## src/logic/vdec_pkg.sv

```systemverilog
package vdec_pkg;

  // vector register geometry
  localparam int VLEN  = 128;
  localparam int VLENB = VLEN / 8;

  typedef logic [31:0] word_t;
  // one extra bit over the element index of a full register
  typedef logic [$clog2(VLEN):0] offset_t;
  typedef logic [7:0] vl_t;
  typedef logic [4:0] vreg_t;
  typedef logic [4:0] imm5_t;

  typedef enum logic [1:0] {SEW8, SEW16, SEW32} sew_t;
  typedef enum logic [1:0] {WIDTH8, WIDTH16, WIDTH32} width_t;

  // operand offset selects from the control unit
  typedef enum logic {VS1_SRC_NORMAL, VS1_SRC_ZERO} vs1_src_t;
  typedef enum logic [2:0] {
    VS2_SRC_NORMAL,
    VS2_SRC_IDX_PLUS_RS1,
    VS2_SRC_IDX_PLUS_UIMM,
    VS2_SRC_IDX_PLUS_1,
    VS2_SRC_RS1,
    VS2_SRC_UIMM,
    VS2_SRC_ZERO
  } vs2_src_t;
  typedef enum logic [2:0] {
    VD_SRC_NORMAL,
    VD_SRC_ZERO,
    VD_SRC_IDX_PLUS_RS1,
    VD_SRC_IDX_PLUS_UIMM,
    VD_SRC_IDX_PLUS_1
  } vd_src_t;

  // decoded instruction
  typedef struct packed {
    vreg_t    vs1;
    vreg_t    vs2;
    vreg_t    vd;
    vs1_src_t vs1_src;
    vs2_src_t vs2_src;
    vd_src_t  vd_src;
    sew_t     sew;
    width_t   eew;
    logic     is_load;
    logic     is_store;
    logic     unit_stride;
    // vm set means unmasked
    logic     vm;
    logic     wen;
    logic     merge_ena;
    logic     sign_extend;
    imm5_t    imm5;
  } vctrl_t;

  typedef struct packed {
    vl_t vl;
    vl_t vstart;
  } vcsr_t;

  typedef struct packed {
    vreg_t   vs1;
    vreg_t   vs2;
    vreg_t   vs3;
    offset_t vs1_offset0;
    offset_t vs1_offset1;
    offset_t vs2_offset0;
    offset_t vs2_offset1;
    offset_t vs3_offset0;
    offset_t vs3_offset1;
    sew_t    sew;
  } rf_req_t;

  typedef struct packed {
    word_t      vs1_data0;
    word_t      vs1_data1;
    word_t      vs2_data0;
    word_t      vs2_data1;
    word_t      vs3_data0;
    word_t      vs3_data1;
    // v0 bits for lane 0 and lane 1
    logic [1:0] mask;
  } rf_data_t;

  typedef struct packed {
    offset_t base;
    logic    active;
    logic    last;
  } elem_pos_t;

  typedef struct packed {
    logic    valid;
    logic    decode_done;
    vreg_t   vd;
    offset_t woffset0;
    offset_t woffset1;
    logic    wen0;
    logic    wen1;
    word_t   vs1_lane0;
    word_t   vs1_lane1;
    word_t   vs2_lane0;
    word_t   vs2_lane1;
    word_t   vs3_lane0;
    word_t   vs3_lane1;
    offset_t vs2_offset0;
    offset_t vs2_offset1;
    word_t   imm;
    word_t   xs1;
    word_t   stride;
    logic    load_ena;
    logic    store_ena;
    sew_t    sew;
    vl_t     vl;
  } de_packet_t;

endpackage

```

## src/logic/element_length_calc.sv

```systemverilog
`timescale 1ns/1ps

module element_length_calc (
  input  vdec_pkg::vctrl_t ctrl,
  input  vdec_pkg::vcsr_t  csr,
  output vdec_pkg::vl_t    eff_vl,
  output vdec_pkg::sew_t   rf_sew
);
  import vdec_pkg::*;

  logic mem_op;
  logic unit_ls;
  sew_t eew_as_sew;

  assign mem_op  = ctrl.is_load | ctrl.is_store;
  assign unit_ls = mem_op & ctrl.unit_stride;

  // vl counts SEW elements, memory side moves EEW elements
  always_comb begin
    eff_vl = csr.vl;
    if (unit_ls) begin
      if (ctrl.sew == SEW32 && ctrl.eew == WIDTH8) begin
        eff_vl = csr.vl >> 2;
      end else if (ctrl.sew == SEW32 && ctrl.eew == WIDTH16) begin
        eff_vl = csr.vl >> 1;
      end else if (ctrl.sew == SEW16 && ctrl.eew == WIDTH8) begin
        eff_vl = csr.vl >> 1;
      end
    end
  end

  always_comb begin
    case (ctrl.eew)
      WIDTH8:  eew_as_sew = SEW8;
      WIDTH16: eew_as_sew = SEW16;
      default: eew_as_sew = SEW32;
    endcase
  end

  assign rf_sew = mem_op ? eew_as_sew : ctrl.sew;

endmodule

```

## src/logic/element_sequencer.sv

```systemverilog
`timescale 1ns/1ps

module element_sequencer (
  input  logic                CLK,
  input  logic                nRST,
  input  logic                v_start,
  input  vdec_pkg::vl_t       vstart,
  input  vdec_pkg::vl_t       eff_vl,
  input  logic                stall_dec,
  input  logic                stall_ex,
  input  logic                flush_dec,
  output vdec_pkg::elem_pos_t pos,
  output logic                v_busy
);
  import vdec_pkg::*;

  offset_t    base;
  logic       busy;
  logic       start;
  logic       advance;
  logic       last;
  logic [8:0] base_plus2;

  // a new instruction is only taken while idle
  assign start   = v_start & ~busy;
  assign advance = busy & ~stall_dec & ~stall_ex;

  // widened so the compare survives a wrap near the top of the range
  assign base_plus2 = {1'b0, base} + 9'd2;
  assign last       = (base_plus2 >= {1'b0, eff_vl}) | (vstart >= eff_vl);

  // busy doubles as the active flag of the current pair
  always_ff @(posedge CLK, negedge nRST) begin
    if (!nRST) begin
      busy <= 1'b0;
    end else if (flush_dec) begin
      busy <= 1'b0;
    end else if (start) begin
      busy <= 1'b1;
    end else if (advance && last) begin
      busy <= 1'b0;
    end
  end

  always_ff @(posedge CLK, negedge nRST) begin
    if (!nRST) begin
      base <= '0;
    end else if (start) begin
      base <= vstart;
    end else if (advance && !last) begin
      base <= base + offset_t'(2);
    end
  end

  assign pos.base   = base;
  assign pos.active = busy;
  assign pos.last   = last;
  // hazard logic sees busy already in the start cycle
  assign v_busy = busy | v_start;

endmodule

```

## src/logic/operand_offset_gen.sv

```systemverilog
`timescale 1ns/1ps

module operand_offset_gen (
  input  vdec_pkg::vctrl_t     ctrl,
  input  vdec_pkg::elem_pos_t  pos,
  input  vdec_pkg::vl_t        eff_vl,
  input  vdec_pkg::sew_t       rf_sew,
  input  vdec_pkg::word_t      xs1,
  input  vdec_pkg::word_t      xs2,
  input  logic [1:0]           mask_bits,
  output vdec_pkg::rf_req_t    rf_req,
  output vdec_pkg::de_packet_t cand
);
  import vdec_pkg::*;

  offset_t    base1;
  offset_t    rs1_off;
  offset_t    uimm_off;
  offset_t    vs1_off0, vs1_off1;
  offset_t    vs2_off0, vs2_off1;
  offset_t    wr_off0, wr_off1;
  word_t      imm_ext;
  logic       lane_wen0;
  logic       lane_wen1;
  logic [8:0] base1_wide;

  assign base1      = pos.base + offset_t'(1);
  assign base1_wide = {1'b0, pos.base} + 9'd1;
  assign rs1_off    = xs1[$bits(offset_t)-1:0];
  assign uimm_off   = offset_t'(ctrl.imm5);
  assign imm_ext    = ctrl.sign_extend ? {{27{ctrl.imm5[4]}}, ctrl.imm5} : {27'd0, ctrl.imm5};

  assign vs1_off0 = (ctrl.vs1_src == VS1_SRC_ZERO) ? '0 : pos.base;
  assign vs1_off1 = (ctrl.vs1_src == VS1_SRC_ZERO) ? '0 : base1;

  always_comb begin
    case (ctrl.vs2_src)
      VS2_SRC_IDX_PLUS_RS1:  vs2_off0 = pos.base + rs1_off;
      VS2_SRC_IDX_PLUS_UIMM: vs2_off0 = pos.base + uimm_off;
      VS2_SRC_IDX_PLUS_1:    vs2_off0 = base1;
      VS2_SRC_RS1:           vs2_off0 = rs1_off;
      VS2_SRC_UIMM:          vs2_off0 = uimm_off;
      VS2_SRC_ZERO:          vs2_off0 = '0;
      default:               vs2_off0 = pos.base;
    endcase
    // scalar and zero sources repeat the same element in both lanes
    if (ctrl.vs2_src inside {VS2_SRC_RS1, VS2_SRC_UIMM, VS2_SRC_ZERO}) begin
      vs2_off1 = vs2_off0;
    end else begin
      vs2_off1 = vs2_off0 + offset_t'(1);
    end
  end

  always_comb begin
    case (ctrl.vd_src)
      VD_SRC_ZERO:          wr_off0 = '0;
      VD_SRC_IDX_PLUS_RS1:  wr_off0 = pos.base + rs1_off;
      VD_SRC_IDX_PLUS_UIMM: wr_off0 = pos.base + uimm_off;
      VD_SRC_IDX_PLUS_1:    wr_off0 = base1;
      default:              wr_off0 = pos.base;
    endcase
    wr_off1 = (ctrl.vd_src == VD_SRC_ZERO) ? '0 : wr_off0 + offset_t'(1);
  end

  always_comb begin
    if (ctrl.is_store) begin
      lane_wen0 = 1'b0;
      lane_wen1 = 1'b0;
    end else if (ctrl.merge_ena) begin
      lane_wen0 = 1'b1;
      lane_wen1 = 1'b1;
    end else begin
      lane_wen0 = ctrl.wen & (ctrl.vm | mask_bits[0]);
      lane_wen1 = ctrl.wen & (ctrl.vm | mask_bits[1]);
    end
    // odd tail, lane 1 is past the end
    if (base1_wide >= {1'b0, eff_vl}) begin
      lane_wen1 = 1'b0;
    end
    // base only sits at or past vl when vstart did
    if (pos.base >= eff_vl) begin
      lane_wen0 = 1'b0;
      lane_wen1 = 1'b0;
    end
  end

  always_comb begin
    rf_req.vs1         = ctrl.vs1;
    rf_req.vs2         = ctrl.vs2;
    rf_req.vs3         = ctrl.vd;
    rf_req.vs1_offset0 = vs1_off0;
    rf_req.vs1_offset1 = vs1_off1;
    rf_req.vs2_offset0 = vs2_off0;
    rf_req.vs2_offset1 = vs2_off1;
    // vs3 shares the vd field and its offsets
    rf_req.vs3_offset0 = wr_off0;
    rf_req.vs3_offset1 = wr_off1;
    rf_req.sew         = rf_sew;
  end

  // lane data is merged in by the latch
  always_comb begin
    cand             = '0;
    cand.valid       = pos.active;
    cand.decode_done = pos.last;
    cand.vd          = ctrl.vd;
    cand.woffset0    = wr_off0;
    cand.woffset1    = wr_off1;
    cand.wen0        = lane_wen0;
    cand.wen1        = lane_wen1;
    cand.vs2_offset0 = vs2_off0;
    cand.vs2_offset1 = vs2_off1;
    cand.imm         = imm_ext;
    cand.xs1         = xs1;
    cand.stride      = xs2;
    cand.load_ena    = ctrl.is_load;
    cand.store_ena   = ctrl.is_store;
    cand.sew         = ctrl.sew;
    cand.vl          = eff_vl;
  end

endmodule

```

## src/logic/decode_execute_latch.sv

```systemverilog
`timescale 1ns/1ps

module decode_execute_latch (
  input  logic                 CLK,
  input  logic                 nRST,
  input  vdec_pkg::de_packet_t cand,
  input  logic                 active,
  input  vdec_pkg::rf_data_t   rf_rdata,
  input  logic                 stall_dec,
  input  logic                 stall_ex,
  input  logic                 flush_dec,
  output vdec_pkg::de_packet_t de_out
);
  import vdec_pkg::*;

  de_packet_t next_pkt;
  logic       stalled;
  logic       capture;

  assign stalled = stall_dec | stall_ex;
  assign capture = active & ~stalled;

  // candidate plus same-cycle register file data
  always_comb begin
    next_pkt           = cand;
    next_pkt.vs1_lane0 = rf_rdata.vs1_data0;
    next_pkt.vs1_lane1 = rf_rdata.vs1_data1;
    next_pkt.vs2_lane0 = rf_rdata.vs2_data0;
    next_pkt.vs2_lane1 = rf_rdata.vs2_data1;
    next_pkt.vs3_lane0 = rf_rdata.vs3_data0;
    next_pkt.vs3_lane1 = rf_rdata.vs3_data1;
  end

  always_ff @(posedge CLK, negedge nRST) begin
    if (!nRST) begin
      de_out <= '0;
    end else if (flush_dec) begin
      de_out <= '0;
    end else if (capture) begin
      de_out <= next_pkt;
    end else if (!stalled) begin
      // bubble toward execute
      de_out <= '0;
    end
    // under stall the packet holds
  end

endmodule

```

## src/logic/vector_decode_stage.sv

```systemverilog
`timescale 1ns/1ps

module vector_decode_stage (
  input  logic                   CLK,
  input  logic                   nRST,
  input  logic                   v_start,
  input  vdec_pkg::vctrl_t       ctrl,
  input  vdec_pkg::vcsr_t        csr,
  input  vdec_pkg::word_t        xs1,
  input  vdec_pkg::word_t        xs2,
  input  vdec_pkg::rf_data_t     rf_rdata,
  input  logic                   stall_dec,
  input  logic                   stall_ex,
  input  logic                   flush_dec,
  output logic                   v_busy,
  output vdec_pkg::rf_req_t      rf_req,
  output vdec_pkg::de_packet_t   de_out
);
  import vdec_pkg::*;

  vl_t        eff_vl;
  sew_t       rf_sew;
  elem_pos_t  pos;
  de_packet_t cand;

  element_length_calc u_element_length_calc (
    .ctrl   (ctrl),
    .csr    (csr),
    .eff_vl (eff_vl),
    .rf_sew (rf_sew)
  );

  element_sequencer u_element_sequencer (
    .CLK       (CLK),
    .nRST      (nRST),
    .v_start   (v_start),
    .vstart    (csr.vstart),
    .eff_vl    (eff_vl),
    .stall_dec (stall_dec),
    .stall_ex  (stall_ex),
    .flush_dec (flush_dec),
    .pos       (pos),
    .v_busy    (v_busy)
  );

  // mask bits always come from v0
  operand_offset_gen u_operand_offset_gen (
    .ctrl      (ctrl),
    .pos       (pos),
    .eff_vl    (eff_vl),
    .rf_sew    (rf_sew),
    .xs1       (xs1),
    .xs2       (xs2),
    .mask_bits (rf_rdata.mask),
    .rf_req    (rf_req),
    .cand      (cand)
  );

  decode_execute_latch u_decode_execute_latch (
    .CLK       (CLK),
    .nRST      (nRST),
    .cand      (cand),
    .active    (pos.active),
    .rf_rdata  (rf_rdata),
    .stall_dec (stall_dec),
    .stall_ex  (stall_ex),
    .flush_dec (flush_dec),
    .de_out    (de_out)
  );

endmodule

```

## config.mk

```make
export PLATFORM = sky130hd
export DESIGN_NAME = vector_decode_stage
export DESIGN_NICKNAME = d
export VERILOG_FILES = /design/src/logic/vdec_pkg.sv /design/src/logic/element_length_calc.sv /design/src/logic/element_sequencer.sv /design/src/logic/operand_offset_gen.sv /design/src/logic/decode_execute_latch.sv /design/src/logic/vector_decode_stage.sv
export SDC_FILE = /design/constraint.sdc
export NUM_CORES = 1
export LEC_CHECK = 0
export BUFFER_PORTS_ARGS = -buffer_cell sky130_fd_sc_hd__buf_2
export CELL_PAD_IN_SITES_DETAIL_PLACEMENT = 0
export CELL_PAD_IN_SITES_GLOBAL_PLACEMENT = 1
export CORE_AREA = 8 8 277 279
export CTS_CLUSTER_SIZE = 24
export DETAILED_ROUTE_END_ITERATION = 10
export DIE_AREA = 0 0 285 287
export PLACE_DENSITY = 0.61
export SLEW_MARGIN = 20
export SYNTH_ARGS = -nofsm -noshare
export SYNTH_HDL_FRONTEND = slang
export SYNTH_SLANG_ARGS = --single-unit
```

## constraint.sdc

```tcl
create_clock -name CLK -period 3.5 [get_ports CLK]
set_input_delay 0.35 -clock CLK [delete_from_list [all_inputs] [get_ports CLK]]
set_output_delay 0.35 -clock CLK [all_outputs]
set_load 0.01 [all_outputs]
```

==> Word level (Yosys, flattened, before mapping) <==
Cells that the tools add are included.
{ "word_totals": {"ff_bits": 350, "latchBits": 0, "ramBits": 0, "romBits": 0, "in_bits": 318, "output_inout_bits": 407, "wordCells": 105, "mem_count": 0} }
{ "op_classes": {"addsub": 8, "mul": 0, "div": 0, "magnitude_cmp": 4, "eq_ne": 14, "shifts": 0, "mux": 28, "bitwise_logic": 17, "n_reduce_logical": 10} }
{ "op_table": {"columns": ["op", "n"], "rows": [
  ["$mux 341", 3],
  ["$mux 8", 10],
  ["$pmux 8 s6", 1],
  ["$mux 32", 1],
  ["$pmux 8 s4", 1],
  ["$add 8x1->8 const B", 3],
  ["$ge 9x8->1", 2],
  ["$ge 8x8->1", 2],
  ["$eq 3x2->1 const B", 4],
  ["$eq 3x3->1 const B", 4],
  ["$mux 1", 10],
  ["$add 8x1->9 const B", 1],
  ["$add 8x2->9 const B", 1],
  ["$add 8x2->8 const B", 1],
  ["$add 8x5->8", 1],
  ["$add 8x8->8", 1],
  ["$and 1x1->1", 7],
  ["$eq 3x1->1 const B", 2],
  ["$or 1x1->1", 6],
  ["$reduce_bool 3->1", 2],
  ["$logic_and 1x1->1", 5],
  ["$eq 2x1->1 const B", 2],
  ["$not 1->1", 4],
  ["$pmux 2 s2", 1],
  ["other kinds (6)", 6]
]} }

==> Logic depth before layout (Yosys ltp) <==
{ "logic_depth": {"word_depth": 12, "mapped_depth": 16, "depth_no_buf": 16} }

==> By module <==
A second synthesis with hierarchy kept.
{ "hier_totals": {"cells_unflattened": 2491, "hier_area_um2": 24048.1} }
{ "modules_own_cells": {"columns": ["module", "instances", "cells_per_inst", "area_each_um2", "seq_area_each_um2"], "rows": [
  ["decode_execute_latch", 1, 1592, 17320.4, 8533.2],
  ["operand_offset_gen", 1, 746, 5418.9, 0.0],
  ["element_sequencer", 1, 101, 975.9, 225.2],
  ["element_length_calc", 1, 52, 332.8, 0.0]
]} }

==> Worst setup path before layout <==
OpenSTA, ideal clock, no wires.
{ "synth_path": {"path_type": "input to register", "startpoint": "in ctrl[10] in the netlist's numbering", "endpoint": "reg u_element_sequencer.base[2]", "setup_ns": 0.125, "arrival_time_ns": 3.668, "required_ns": 3.375, "slack_ns": -0.293, "cell_stages": 13, "path_buffers": 0, "cell_sequence": "nor2_1 or3b_2 nor4b_2 nor2_1 a21oi_1 ha_1 and3_1 a21oi_1 o21ai_0 o31a_1 nor3_1 mux2_2 mux2_2"} }
{ "synth_via": {"elab_chain_cells": 8, "elab_cells_between_ends": 9, "cone_classes": "order compare (2); mux (1); bitwise (3); reduce/logical (3)"} }
{ "synth_lines": {"columns": ["item", "line", "text"], "rows": [
  ["start: declaration", "vector_decode_stage.sv:7", "input vdec_pkg::vctrl_t ctrl,"],
  ["$or 1x1->1 (*)", "element_length_calc.sv:15", "assign mem_op = ctrl.is_load | ctrl.is_store;"],
  ["$and 1x1->1 (*)", "element_length_calc.sv:16", "assign unit_ls = mem_op & ctrl.unit_stride;"],
  ["$mux 8 (*)", "element_length_calc.sv:21", "if (unit_ls) begin"],
  ["$ge 9x8->1 / $ge 8x8->1 (equally long branches)", "element_sequencer.sv:30", "assign last = (base_plus2 >= {1'b0, eff_vl}) | (vstart >= eff_vl);"],
  ["$or 1x1->1 (*)", "element_sequencer.sv:30", null],
  ["$logic_not 1->1 (*)", "element_sequencer.sv:50", "end else if (advance && !last) begin"],
  ["$logic_and 1x1->1 (*)", "element_sequencer.sv:50", null],
  ["$reduce_bool 2->1 (no source line) (*)", null, null],
  ["end signal: assignment", "element_sequencer.sv:49", "base <= vstart;"],
  ["end signal: assignment", "element_sequencer.sv:51", "base <= base + offset_t'(2);"],
  ["end: declaration", "element_sequencer.sv:17", "offset_t base;"]
]} }
Every way passes the cells marked *; elsewhere a longest branch is shown, timed or not.
A chain may end at the register's enable or synchronous reset.

==> qor.txt <==
IO Port Bufs - 704
PnR worst setup slack - -0.234 ns
met3 routed WL - 4750 um
pin count of the biggest net entering global routing - 149
fin crit period - 3.73 ns
Worst-Skew Late Latency - 0.55 ns
final hold vios - 0
Synth Area per Inst - 11.8 um^2
PD cells - 454 nW/um^2
layout cell share with drive strength beyond 1 - 46.4%
via total after detailed routing - 14700
gr ovfl total - 0
Initial Util - 20.4%
Sw Share - 29.0%
WP data arrival - 3.38 ns
worst-path fanout max - 7
I/O pins - 725
area of the multi-input gates - 6450 um^2
Max Freq - 268 MHz
Ys Warns - 0
Setup TNS - -1.56 ns
status - finished, violations left
Flop pwr share - 36.1%
Top FF cell, synth - dfrtp_1
register area share after synthesis - 54.9%
# rows - 99
failing checks - setup timing
min-delay worst type - in -> reg
Die H - 287 um
Crit Path Category - reg -> out
DR WL met2 - 35000 um
Post-DP Area - 19800 um^2
most common cell in the synthesized netlist - dfrtp_1
final setup fails - 10
CTS Buf Count - 38
maxcap violations - 0
Root Driver - clkbuf_16
CP Launch Type - register
RD Place Congestion - 0.888
P_sw - 3.16 mW
RSZ-0062 raised after global routing - true
DR pass1 iterations - 5
register area - 8120 um^2
LEAKAGE - 12.6 nW
Post-synth EDFFs - 0
Clk pwr share - 39.0%
GRT Total Usage - 16.3%
required time of the critical path - 3.15 ns
post-synthesis instance area - 14800 um^2
CTS Sinks - 324
final core occ - 33.2%
Internal Power - 7.75 mW
Gate Count Post-Synth - 1247
top-area cell type share of the netlist area - 54.9%
DR iter-0 viols - 929
Netlist cell types - 76
initial antenna violation count - 5
Vias/cell - 4.59
mean routed wirelength per cell - 22.2 um
uppermost layer routed - met5
clk_skew - 0.0138 ns
Core Footprint - 72300 um^2
top post-synthesis cells by count - dfrtp_1 (324), a22o_1 (305), clkbuf_1 (67), nand2_1 (58), ha_1 (48)
combinational share of power - 24.9%
CTS tree - yes
total die area - 81800 um^2
maximum vdd drop - 0.000339 V
number of remaining DRC errors - 0
area grow syn2layout - 63.0%
final wirelength - 70900 um
clk slew on worst S/H paths - 0.06 ns
largest cells by area after synthesis - dfrtp_1 (55%), a22o_1 (18%), ha_1 (4.1%)
hpwl dp - 54000 um
Max transition margin - 38.2%
fin nets - 2572
Fill cells - 7330
first-pass GRT wire length - 104000 um
area leader, netlist - dfrtp_1
crit end category - primary output
worst-margin pin slew - 0.925 ns
Die W - 285 um
Longest Clk Path Bufs - 3
asr flop ratio synth - 100%
Place WS - -0.312 ns
total power - 10.9 mW
Slew Limit Fails - 0
Period Utilization, post-route - 107%
post-route ant nets - 0
Finished Cell Area - 24000 um^2
Syn Nets - 1615
H-tree levels - 2
Post-Route M1 WL - 28800 um
vias in the first global route - 15300
Synth Register Bits - 324
## layout make-up
cell class                      count  share of cell area [%]
Antenna cell                        3                  0.0312
Clock buffer                       57                    4.71
Clock inverter                     12                   0.864
Inverter                           19                   0.297
Multi-Input combinational cell    771                    26.8
Sequential cell                   324                    33.7
Tap cell                          959                    4.99
Timing Repair Buffer             1050                    28.5
## worst max-delay path, cell delays in order, from the launching register on
cell and delay, ns:
dfrtp_4 0.57, buf_6 0.15, fa_2 0.40, xor2_2 0.17, mux2_4 0.28, a221o_1 0.38
and2_4 0.18, and4b_4 0.21, and4_4 0.18, xor2_4 0.20, buf_6 0.13
## cells by family (layout without fill, tap and decap cells)
family	count (synthesis)	after routing	synth area share (%)
flip-flops	324	324	54.9
AO/OA/AOI/OAI	477	477	25.9
XOR/XNOR	36	36	2.19
adder cells (fa/ha/maj)	50	50	4.34
multiplexers	10	10	0.729
AND/OR/NAND/NOR	198	198	6.77
other	0	3	0
buffers and inverters	152	1138	5.09
## per-layer routing
metal  GRT usage, %  up-vias
li1               -     6601
met1           20.2     7359
met5              0        -
met4           5.28        2
met3           3.94      105
met2           27.9      595
## through the flow
stage,cells,hold slack (ns)
3_5_place_dp,2885,0.377
3_3_place_gp,2885,0.374
5_1_grt,3194,0.00121
4_1_cts,3163,0.0000444
2_1_floorplan,1247,0.0544
6_report,3195,0.0368
## state kept, by name (all words and copies together), names as in the netlist
register                       cells
u_element_sequencer.busy           1
u_element_sequencer.base           8
u_decode_execute_latch.de_out    315
## power by group through the flow
stage / sequential [mW] / clock [mW] / combinational, mW
floorplan: 4.02 / 0 / 0.924
global placement: 4.00 / 0 / 2.12
detailed placement: 4.01 / 0 / 2.13
CTS: 3.94 / 4.42 / 2.54
global route: 3.95 / 4.55 / 2.93
finish: 3.94 / 4.26 / 2.72
## cell usage in the layout, fill, tap and decap left out, drive strengths merged, types with 4 or more instances in the layout
cell and instances:
o211ai 11, clkinv 4, ha 48, bufinv 5
xnor2 21, a21o 9, o21ai 44, nor4 4
o21bai 8, o21a 4, nor2b 16, mux2i 4
a22o 306, buf 864, nand3 20, or2 7
nand4 6, a31oi 4, nor4b 4, or3 6
o22ai 5, and3 5, clkbuf 57, a32o 4
nand2 58, a211oi 6, xor2 15, nor3 4
a21oi 36, o31ai 6, nor2 46, nand2b 10
inv 22, o32ai 4, dlygate4sd3 186, dfrtp 324
mux2 6
## worst paths after layout
path	slack [ns]	to	startpoint	cells past startpoint
max	-0.23	rf_req[25]	u_element_sequencer.base[1]	10
min	0.04	u_decode_execute_latch.de_out[25]	xs2[13]	2
max reg2reg	0.21	u_decode_execute_latch.de_out[115]	u_element_sequencer.base[1]	11
min reg2reg	0.47	u_decode_execute_latch.de_out[340]	u_decode_execute_latch.de_out[340]	2
max in group asynchronous	2.18	u_decode_execute_latch.de_out[61]	nRST	3
min in group asynchronous	0.39	u_decode_execute_latch.de_out[229]	nRST	2
## timing repair
action	CTS	global route
endpoints found under the hold margin	249	0
resized for setup	81	54
buffers inserted	26	30
pin swaps	27	30
setup endpoints to repair	21	18
hold buffers	186	0
Note: power is estimated with default switching activity, not from simulation.
